File: src/design/qla_params.svh
// qla host register bank parameters
// axis count, address decode fields, register offsets, safety limits
`ifndef QLA_PARAMS_SVH
`define QLA_PARAMS_SVH

// number of motor axes on the board
`define QLA_NUM_AXES          4

// address bits 15:12 select the region, this bank is region 0
`define QLA_ADDR_REGION_BOARD 4'h0

// axis channel offsets, address bits 3:0 (channel in bits 7:4)
`define QLA_OFF_ADC_DATA      4'd0
`define QLA_OFF_DAC_CTRL      4'd1

// channel 0 offsets
`define QLA_OFF_STATUS        4'd0
`define QLA_OFF_CONTROL       4'd1
`define QLA_OFF_BOARD_ID      4'd4

// over-current limit is 2 * cmd + margin
`define QLA_SAFETY_MARGIN     16
// consecutive over-limit samples before the amp is cut
`define QLA_SAFETY_COUNT      3

`endif
File: src/design/qla_pkg.sv
// qla shared types
// register bus widths, host request/response structs, safety fsm states
`include "qla_params.svh"

package qla_pkg;

    // ----------------------------------------------------------------------
    // vector types
    // ----------------------------------------------------------------------
    typedef logic [15:0] reg_addr_t;
    typedef logic [31:0] reg_data_t;
    // unsigned current magnitude, same width for adc and dac side
    typedef logic [15:0] cur_t;
    // one bit per axis
    typedef logic [`QLA_NUM_AXES-1:0] axis_mask_t;

    // ----------------------------------------------------------------------
    // host side structs
    // ----------------------------------------------------------------------
    // single-cycle strobes, at most one high
    typedef struct packed {
        logic      wr_strobe;
        logic      rd_strobe;
        reg_addr_t addr;
        reg_data_t wdata;
    } host_req_t;

    // rd_valid one cycle after rd_strobe
    typedef struct packed {
        logic      rd_valid;
        reg_data_t rdata;
    } host_rsp_t;

    // per-axis over-current monitor
    typedef enum logic [1:0] {SAFE_IDLE, SAFE_COUNTING, SAFE_TRIPPED} safety_state_t;

endpackage

File: src/design/qla_top.sv
// qla host register bank top
// board regs, axis command regs and one safety monitor per axis
`timescale 1ns/10ps
`include "qla_params.svh"

module qla_top (
    input  logic                sysclk,
    input  logic                rst_n,
    input  qla_pkg::host_req_t  req,
    output qla_pkg::host_rsp_t  rsp,
    input  logic [3:0]          board_id,
    input  logic                fb_valid,
    input  qla_pkg::cur_t       fb_sample [`QLA_NUM_AXES],
    output qla_pkg::cur_t       cur_cmd   [`QLA_NUM_AXES],
    output qla_pkg::axis_mask_t amp_disable
);

    // ----------------------------------------------------------------------
    // local wires
    // ----------------------------------------------------------------------
    qla_pkg::axis_mask_t wr_axis;
    qla_pkg::cur_t       wdata_cur;
    qla_pkg::axis_mask_t safety_clear;
    qla_pkg::cur_t       fb_rd [`QLA_NUM_AXES];
    qla_pkg::axis_mask_t fault;

    // channel 0 decode and read path
    qla_board_regs u_board_regs (
        .sysclk       (sysclk),
        .rst_n        (rst_n),
        .req          (req),
        .rsp          (rsp),
        .wr_axis      (wr_axis),
        .wdata_cur    (wdata_cur),
        .safety_clear (safety_clear),
        .cmd_rd       (cur_cmd),
        .fb_rd        (fb_rd),
        .fault        (fault),
        .board_id     (board_id),
        .amp_disable  (amp_disable)
    );

    // commands go straight out to the dac side
    qla_dac_regs u_dac_regs (
        .sysclk    (sysclk),
        .rst_n     (rst_n),
        .wr_axis   (wr_axis),
        .wdata_cur (wdata_cur),
        .cur_cmd   (cur_cmd)
    );

    // fb vs 2 * cmd, one monitor per axis
    for (genvar a = 0; a < `QLA_NUM_AXES; a++) begin : g_safe
        qla_safety_check u_safety (
            .sysclk   (sysclk),
            .rst_n    (rst_n),
            .fb_valid (fb_valid),
            .fb_in    (fb_sample[a]),
            .cmd      (cur_cmd[a]),
            .clear    (safety_clear[a]),
            .fb_rd    (fb_rd[a]),
            .fault    (fault[a])
        );
    end

endmodule

File: src/design/qla_safety_check.sv
// qla per-axis safety monitor
// stores feedback, trips a fault after repeated over-current samples
`timescale 1ns/10ps
`include "qla_params.svh"

module qla_safety_check (
    input  logic          sysclk,
    input  logic          rst_n,
    input  logic          fb_valid,
    input  qla_pkg::cur_t fb_in,
    input  qla_pkg::cur_t cmd,
    input  logic          clear,
    output qla_pkg::cur_t fb_rd,
    output logic          fault
);

    localparam int CNT_W = $clog2(`QLA_SAFETY_COUNT + 1);

    qla_pkg::safety_state_t state_q;
    logic [CNT_W-1:0]       cnt_q;
    logic [17:0]            limit;
    logic                   over;

    // ----------------------------------------------------------------------
    // limit compare
    // ----------------------------------------------------------------------
    // 2 * cmd + margin, two extra bits so nothing wraps
    assign limit = {1'b0, cmd, 1'b0} + 18'(`QLA_SAFETY_MARGIN);
    // live sample, not the stored one
    assign over  = ({2'b00, fb_in} > limit);

    // stored sample for host readback
    always_ff @(posedge sysclk) begin
        if (!rst_n) begin
            fb_rd <= '0;
        end else if (fb_valid) begin
            fb_rd <= fb_in;
        end
    end

    // ----------------------------------------------------------------------
    // trip fsm
    // ----------------------------------------------------------------------
    always_ff @(posedge sysclk) begin
        if (!rst_n || clear) begin
            state_q <= qla_pkg::SAFE_IDLE;
            cnt_q   <= '0;
        end else if (fb_valid) begin
            case (state_q)
                qla_pkg::SAFE_IDLE, qla_pkg::SAFE_COUNTING: begin
                    if (!over) begin
                        // any good sample restarts the count
                        state_q <= qla_pkg::SAFE_IDLE;
                        cnt_q   <= '0;
                    end else if (cnt_q == CNT_W'(`QLA_SAFETY_COUNT - 1)) begin
                        state_q <= qla_pkg::SAFE_TRIPPED;
                    end else begin
                        state_q <= qla_pkg::SAFE_COUNTING;
                        cnt_q   <= cnt_q + 1'b1;
                    end
                end
                // held until clear
                default: state_q <= qla_pkg::SAFE_TRIPPED;
            endcase
        end
    end

    assign fault = (state_q == qla_pkg::SAFE_TRIPPED);

    // latched fault only released by host clear or reset
    a_fault_held: assert property (@(posedge sysclk)
        $fell(fault) |-> ($past(clear) || !$past(rst_n)));

endmodule

File: src/design/qla_dac_regs.sv
// qla axis current command registers
// one command per axis, loaded by host writes, drives dac side and monitors
`timescale 1ns/10ps
`include "qla_params.svh"

module qla_dac_regs (
    input  logic                sysclk,
    input  logic                rst_n,
    input  qla_pkg::axis_mask_t wr_axis,
    input  qla_pkg::cur_t       wdata_cur,
    output qla_pkg::cur_t       cur_cmd [`QLA_NUM_AXES]
);

    // ----------------------------------------------------------------------
    // command registers
    // ----------------------------------------------------------------------
    // commands reset to zero so the amps see no drive after reset
    always_ff @(posedge sysclk) begin
        if (!rst_n) begin
            for (int a = 0; a < `QLA_NUM_AXES; a++) begin
                cur_cmd[a] <= '0;
            end
        end else begin
            for (int a = 0; a < `QLA_NUM_AXES; a++) begin
                // new value visible the cycle after the strobe
                if (wr_axis[a]) begin
                    cur_cmd[a] <= wdata_cur;
                end
            end
        end
    end

    // ----------------------------------------------------------------------
    // checks
    // ----------------------------------------------------------------------
    // decoder in board regs selects at most one axis per write
    a_wr_onehot: assert property (@(posedge sysclk) disable iff (!rst_n)
        $onehot0(wr_axis));

endmodule

File: src/design/qla_board_regs.sv
// qla board registers (channel 0)
// decodes host requests, holds amp enable mask, muxes read data
`timescale 1ns/10ps
`include "qla_params.svh"

module qla_board_regs (
    input  logic                  sysclk,
    input  logic                  rst_n,
    input  qla_pkg::host_req_t    req,
    output qla_pkg::host_rsp_t    rsp,
    output qla_pkg::axis_mask_t   wr_axis,
    output qla_pkg::cur_t         wdata_cur,
    output qla_pkg::axis_mask_t   safety_clear,
    input  qla_pkg::cur_t         cmd_rd [`QLA_NUM_AXES],
    input  qla_pkg::cur_t         fb_rd  [`QLA_NUM_AXES],
    input  qla_pkg::axis_mask_t   fault,
    input  logic [3:0]            board_id,
    output qla_pkg::axis_mask_t   amp_disable
);

    // ----------------------------------------------------------------------
    // address decode
    // ----------------------------------------------------------------------
    logic                in_region;
    logic [3:0]          chan;
    logic [3:0]          off;
    logic                wr_ctrl;
    qla_pkg::axis_mask_t amp_en;
    qla_pkg::reg_data_t  rd_word;
    logic                rd_valid_q;
    qla_pkg::reg_data_t  rdata_q;

    assign in_region = (req.addr[15:12] == `QLA_ADDR_REGION_BOARD);
    assign chan      = req.addr[7:4];
    assign off       = req.addr[3:0];

    // control write in channel 0
    assign wr_ctrl = req.wr_strobe && in_region && (chan == 4'd0) && (off == `QLA_OFF_CONTROL);

    // axis command strobes, channel 1..4 maps to axis 0..3
    always_comb begin
        for (int a = 0; a < `QLA_NUM_AXES; a++) begin
            wr_axis[a] = req.wr_strobe && in_region && (chan == 4'(a + 1))
                         && (off == `QLA_OFF_DAC_CTRL);
        end
    end

    // low half of the quadlet carries the command
    assign wdata_cur = req.wdata[15:0];

    // clear bits 11:8 of control, pulsed with the write
    assign safety_clear = wr_ctrl ? req.wdata[11:8] : '0;

    // ----------------------------------------------------------------------
    // amp enable mask
    // ----------------------------------------------------------------------
    always_ff @(posedge sysclk) begin
        if (!rst_n) begin
            amp_en <= '0;
        end else if (wr_ctrl) begin
            amp_en <= req.wdata[`QLA_NUM_AXES-1:0];
        end
    end

    // disabled unless enabled, faults override
    assign amp_disable = ~amp_en | fault;

    // ----------------------------------------------------------------------
    // read mux
    // ----------------------------------------------------------------------
    always_comb begin
        rd_word = '0;
        if (in_region && (chan == 4'd0)) begin
            case (off)
                `QLA_OFF_STATUS: begin
                    rd_word[`QLA_NUM_AXES-1:0]               = fault;
                    rd_word[2*`QLA_NUM_AXES-1:`QLA_NUM_AXES] = amp_disable;
                end
                `QLA_OFF_CONTROL:  rd_word[`QLA_NUM_AXES-1:0] = amp_en;
                `QLA_OFF_BOARD_ID: rd_word[3:0]               = board_id;
                default:           rd_word = '0;
            endcase
        end else if (in_region) begin
            // axis channels, unknown offsets stay zero
            for (int a = 0; a < `QLA_NUM_AXES; a++) begin
                if (chan == 4'(a + 1)) begin
                    if (off == `QLA_OFF_ADC_DATA) begin
                        rd_word[15:0] = fb_rd[a];
                    end else if (off == `QLA_OFF_DAC_CTRL) begin
                        rd_word[15:0] = cmd_rd[a];
                    end
                end
            end
        end
    end

    // one cycle read latency
    always_ff @(posedge sysclk) begin
        if (!rst_n) begin
            rd_valid_q <= 1'b0;
        end else begin
            rd_valid_q <= req.rd_strobe;
        end
    end

    // data only captured on a read
    always_ff @(posedge sysclk) begin
        if (req.rd_strobe) begin
            rdata_q <= rd_word;
        end
    end

    assign rsp.rd_valid = rd_valid_q;
    assign rsp.rdata    = rdata_q;

    // ----------------------------------------------------------------------
    // checks
    // ----------------------------------------------------------------------
    // host never issues read and write at once
    a_no_rd_wr: assert property (@(posedge sysclk) disable iff (!rst_n)
        !(req.rd_strobe && req.wr_strobe));

endmodule

File: config.mk
export PLATFORM = sky130hd
export DESIGN_NAME = qla_top
export DESIGN_NICKNAME = d
export VERILOG_FILES = /design/src/design/qla_pkg.sv /design/src/design/qla_top.sv /design/src/design/qla_safety_check.sv /design/src/design/qla_dac_regs.sv /design/src/design/qla_board_regs.sv
export VERILOG_INCLUDE_DIRS = /design/src /design/src/design
export SDC_FILE = /design/constraint.sdc
export NUM_CORES = 1
export LEC_CHECK = 0
export BUFFER_PORTS_ARGS = -buffer_cell sky130_fd_sc_hd__buf_4
export CELL_PAD_IN_SITES_DETAIL_PLACEMENT = 0
export CELL_PAD_IN_SITES_GLOBAL_PLACEMENT = 1
export CORE_ASPECT_RATIO = 0.75
export CORE_MARGIN = 10
export CORE_UTILIZATION = 43
export CTS_CLUSTER_SIZE = 28
export DETAILED_ROUTE_END_ITERATION = 8
export GPL_ROUTABILITY_DRIVEN = 0
export GPL_TIMING_DRIVEN = 0
export PLACE_DENSITY_LB_ADDON = 0.1
export SLEW_MARGIN = 0
export SYNTH_ARGS = -nofsm -noshare
export SYNTH_HDL_FRONTEND = slang
export SYNTH_HIERARCHICAL = 1
export SYNTH_SLANG_ARGS = --single-unit
File: constraint.sdc
create_clock -name sysclk -period 2.9 [get_ports sysclk]
set_input_delay 0.58 -clock sysclk [delete_from_list [all_inputs] [get_ports sysclk]]
set_output_delay 0.58 -clock sysclk [all_outputs]
set_load 0.05 [all_outputs]
Word level (Yosys, flattened, before mapping):

Cells that the tools add are included.

* output and inout bits: 101
* bits in registers: 165

* bitwise gates (word level): 3
* equal/unequal tests: 22
* mux-type cells: 37
* reduce and logical (&&, ||, !) cells: 33
* order comparisons: 4
* $add $sub $neg: 8

Operators with widths (number)
* 2-to-1 mux 16 bit: 12
* adder 17 x 5 -> 18 bit, second input constant: 4
* greater-than comparator 16 x 18 -> 1 bit: 4
* 2-to-1 mux 2 bit: 20
* == test 2 bit, second input constant: 8
* 2-to-1 mux 8 bit: 2
* logical AND 1 bit: 12
* zero test 4 bit: 3
* one-hot mux 4 bit (3 select lines): 1
* AND reduction 3 bit: 4
* OR reduction 2 bit: 5
* adder 2 x 1 -> 2 bit, second input constant: 4
* == test 2 x 1 -> 1 bit, second input constant: 4
* == test 4 x 1 -> 1 bit, second input constant: 2
* == test 4 x 2 -> 1 bit, second input constant: 2
* == test 4 x 3 -> 1 bit, second input constant: 2
* zero test 2 bit: 4
* 2-to-1 mux 4 bit: 2
* != test 2 bit, second input constant: 4
* logical OR 1 bit: 4
* inverter 4 bit: 1
* bitwise OR 4 bit: 1
* zero test 1 bit: 1
* inverter 1 bit: 1

Longest topological paths before layout:

* word-level depth: 15
* gate-level depth with buffers: 11
* gate-level depth less buffers: 11

Modules after synthesis:

The synthesis kept the hierarchy.

By module, submodules not included
* qla_safety_check: cells an instance 147, instances 4, area an instance 1368.8 µm²
* qla_board_regs: cells an instance 298, instances 1, area an instance 2585.0 µm²
* qla_dac_regs: cells an instance 207, instances 1, area an instance 2477.4 µm²

Worst setup path before layout:

No wires, ideal clock.

* kind: register -> register
* start point: register u_dac_regs/cur_cmd[54] in the netlist's numbering
* end point: register g_safe[0].u_safety.state_q[1]
* clock period less this slack: 2.965 ns
* data arrival time: 2.847 ns
* stages on the path, launching flop included: 12
* slack: -0.065 ns
* path through: dfxtp_1 -> and4_4 -> and3_2 -> nand4_1 -> xor2_1 -> ha_1 -> a2111oi_0 -> o21ai_0 -> a22oi_1 -> a22oi_2 -> a41oi_1 -> nor2_1

* word-level cells in the longest chain between the ends: 4

RTL lines
* start: declaration: RTL line qla_dac_regs.sv:11 `` output qla_pkg::cur_t cur_cmd [`QLA_NUM_AXES] ``
* start signal: indexed assignment: RTL line qla_dac_regs.sv:27 `cur_cmd[a] <= wdata_cur;`
* adder 17 x 5 -> 18 bit: RTL line qla_safety_check.sv:28 `` assign limit = {1'b0, cmd, 1'b0} + 18'(`QLA_SAFETY_MARGIN); ``
* greater-than comparator 16 x 18 -> 1 bit: RTL line qla_safety_check.sv:30 `assign over = ({2'b00, fb_in} > limit);`
* 2-to-1 mux 2 bit: RTL line qla_safety_check.sv:51 `if (!over) begin`
* 2-to-1 mux 2 bit: RTL line qla_safety_check.sv:49 `case (state_q)`
* end signal: assignment: RTL line qla_safety_check.sv:53 `state_q <= qla_pkg::SAFE_IDLE;`
* end signal: assignment: RTL line qla_safety_check.sv:56 `state_q <= qla_pkg::SAFE_TRIPPED;`
* end signal: assignment: RTL line qla_safety_check.sv:58 `state_q <= qla_pkg::SAFE_COUNTING;`
* end: declaration: RTL line qla_safety_check.sv:19 `qla_pkg::safety_state_t state_q;`

Every way passes these cells.
A chain may end at the register's enable or synchronous reset.

Worst setup path after layout:

* start point: register u_dac_regs/cur_cmd[37] in the netlist's numbering
* end point: register g_safe[1].u_safety.cnt_q[1]

* word-level cells in the longest chain between the ends: 4
* elaborated cells between the ends (all ways): 5
* those cells by class: 1 x add/sub; 1 x order compare; 1 x eq/ne; 1 x mux; 1 x reduce/logical

RTL lines
* adder 17 x 5 -> 18 bit *: RTL line qla_safety_check.sv:28
* greater-than comparator 16 x 18 -> 1 bit *: RTL line qla_safety_check.sv:30
* != test 2 bit (no source line)
* AND reduction 3 bit (no source line)
* end signal: assignment: RTL line qla_safety_check.sv:59 `cnt_q <= cnt_q + 1'b1;`
* end: declaration: RTL line qla_safety_check.sv:20 `logic [CNT_W-1:0] cnt_q;`

Every way passes the cells marked *; elsewhere a longest branch is shown, timed or not.

==> run_results.csv <==
group,metric,value,unit
place,hpwl,30750,um
synthesis,yosys.area.top_type,"dfxtp_1",
sta,setup_viol,0,
setup_path,critPathKind,"reg2reg",
sta,period_minus_slack,2.788,ns
sta,skew,0.01258,ns
layout,final_area,13210,um2
global_route,antenna_found_initial,1,
route,postRouteAntennaNets,0,
sta,max_freq,358.7,MHz
route,wl,39430,um
route,drc_errors,0,
clocking,clockBufferDepth,2,
synthesis,synth_commonest_cells,"149 x dfxtp_1, 149 x mux2i_1, 139 x nor2b_1",
clocking,tritoncts,"done",
synthesis,synthMuxAreaShare,16.82,%
clocking,numCtsBuffers,17,
global_route,grt_max_degree,39,
die,dieArea,31230,um2
min_path,hold_path.class,"in2reg",
synthesis,yosysTopAreaCellShare,28.31,%
setup_path,arrival,3.15,ns
synthesis,async_flop_share,0,%
sta,rsz0062_at_grt,"yes",
sta,hold_viol,0,
layout,syn_to_final_growth,25.40,%
outcome,status,"finished clean",
pwr,power,5.842,mW
global_route,grt_pass1_vias,8925,
clocking,htreeDepth,4,
synthesis,yosysSeqAreaShare,32.87,%
synthesis,synthAdderAreaFrac,8.549,%
synthesis,synth_flop_cell,"dfxtp_1",
sta,worst_pin_slew,0.7621,ns
die,ios,222,
sta,whs,0.4159,ns
clocking,cts_sinks,165,
die,initial_core_util,43.85,%
setup_path,r2r_slack,0.11,ns
layout,nets,1506,
route,vias_per_cell,5.627,
setup_path,critPathRequiredTime,3.26,ns
place,port_buffers,174,
synthesis,synthCells,1093,
clocking,cts.clk_slew.worst_paths,0.07,ns
route,drt_first_pass_iters,5,
pwr,power_density,442.1,nW/um2
global_route,track_usage,24.44,%
place,place_area,12330,um2
synthesis,yosysWarningCount,6,
die,fp.dieH,155.6,um
sta,min_period_over_period,96.15,%
synthesis,synth_top_family_by_area,"simple AND/OR/NAND/NOR gates",
synthesis,yosys_register_bits,165,
synthesis,synth.avg_cell_area,9.641,um2
flow_run,cap_violations,0,
synthesis,synthTopCellsByArea,"dfxtp_1 28%, mux2i_1 14%, ha_1 8.5%",
layout,drive_gt1_share,28.58,%
setup_path,critPathLaunchType,"flip-flop",
synthesis,synth_compound_area_share,10.32,%
synthesis,syn_area,10540,um2
setup_path,cp-end-kind,"flip-flop",
sta,relSlewSlack,49.09,%
clocking,insertion_delay,0.44,ns
die,coreArea,24030,um2
synthesis,synthSimpleGateAreaFrac,21.43,%
synthesis,synth_edf_count,16,
synthesis,synth_xor_area_share,3.325,%
clocking,hold_buffers,0,
global_route,gr-total-overflow,0,
route,drt_iter0_drc,910,
synthesis,synth_cell_types,72,
route,wl_per_cell,23.79,um
die,rows,49,
sta,finalMaxSlewViolations,0,
pwr,leakage,5.252,nW
clocking,root_buffer,"clkbuf_16",
die,dieWidth,200.8,um
route,vias,9324,
pwr,irDropWorstVdd,417.5,uV
setup_path,worstPathMaxFanout,8,
global_route,grt_pass1_wl,58100,um
layout,n_antenna_cell,0,
## final cells by class
type	count	area, um2
buffer	86	606.8
clock buffer	19	452.9
clock inverter	13	217.7
fill	2315	10820
inverter	25	93.84
multi-input combinational	832	6497
sequential	165	3535
tap	331	414.1
timing repair buffer	186	1396
## flip-flops by register name, indices dropped and copies added, names as in the netlist
name / cells
g_safe.u_safety/state_q: 8
u_board_regs/rd_valid_q: 1
u_dac_regs/cur_cmd: 64
g_safe.u_safety/cnt_q: 8
g_safe.u_safety/fb_rd: 64
u_board_regs/rdata_q: 16
u_board_regs/amp_en: 4
## routing by layer
metal  global-route usage [%]  wire length (um)  part of all wire [%]
met1                    35.99             18820                    48
met2                    34.54             16310                    41
met3                    7.201              3906                   9.9
met4                    4.137               393                   1.0
met5                        0                 0                     0
## kinds of logic (layout without fill, tap and decap cells)
family / Yosys count / in the layout
compound gates: 157 / 157
xor+xnor: 40 / 40
fa+ha+maj: 72 / 72
buf+inv: 111 / 329
flops: 165 / 165
mux: 166 / 166
other cells: 1 / 16
simple gates: 381 / 381
## power by group
group	leakage, nW	internal (mW)	switching (mW)
Clock	0.326	1.59	1.03
Sequential	1.40	2.36	0.0510
Combinational	3.53	0.337	0.474
## timing repair
item	CTS	global route
pin swaps	2	13
setup endpoints to repair	2	16
hold endpoints to repair	0	0
resized for setup	6	40
buffers inserted	0	12
## stage by stage
stage	cells	TNS [ns]	setup WS [ns]	utilization, %
after floorplan	1108	0	0.1359	-
after global placement	1613	-0.04517	-0.04517	51.32
after detailed placement	1613	-0.09942	-0.08154	51.32
after CTS	1645	0	0.01688	54.16
after global routing	1657	-0.1439	-0.05499	54.98
final	1657	0	0.1118	54.98
## worst max-delay path, stage by stage, from the launching register on
cell and delay, ns:
dfxtp_4 0.42, and4_4 0.27, and3_2 0.23, nand4_1 0.12, xor2_1 0.17, ha_1 0.35, nand2_1 0.14, nor3_2 0.21
a22oi_2 0.12, a22oi_2 0.34, nand4b_1 0.15, a31oi_1 0.19
## worst paths after layout
| path | start | endpoint | cells past startpoint |
|---|---|---|---|
| min | req[2] | u_board_regs/amp_en[2]$_SDFFE_PN0P_ | 3 |
| min reg2reg | g_safe[3].u_safety/state_q[0]$_SDFFE_PP0P_ | g_safe[3].u_safety/state_q[0]$_SDFFE_PP0P_ | 2 |
| max reg2reg | u_dac_regs/cur_cmd[37]$_SDFFE_PN0P_ | g_safe[1].u_safety/cnt_q[1]$_SDFFE_PP0P_ | 11 |
| max | u_dac_regs/cur_cmd[37]$_SDFFE_PN0P_ | g_safe[1].u_safety/cnt_q[1]$_SDFFE_PP0P_ | 11 |
## placed cells by master, fill, tap and decap left out, types with 22 or more instances in the layout
cell	count
a21oi_1	41
buf_2	22
buf_4	227
dfxtp_1	122
ha_1	70
inv_1	24
mux2i_1	149
nand2_1	49
nand2b_1	28
nand3_1	27
nand4_1	34
nor2_1	24
nor2b_1	139
o21ai_0	31
xor2_1	36
(Power assumes the default switching activity.)
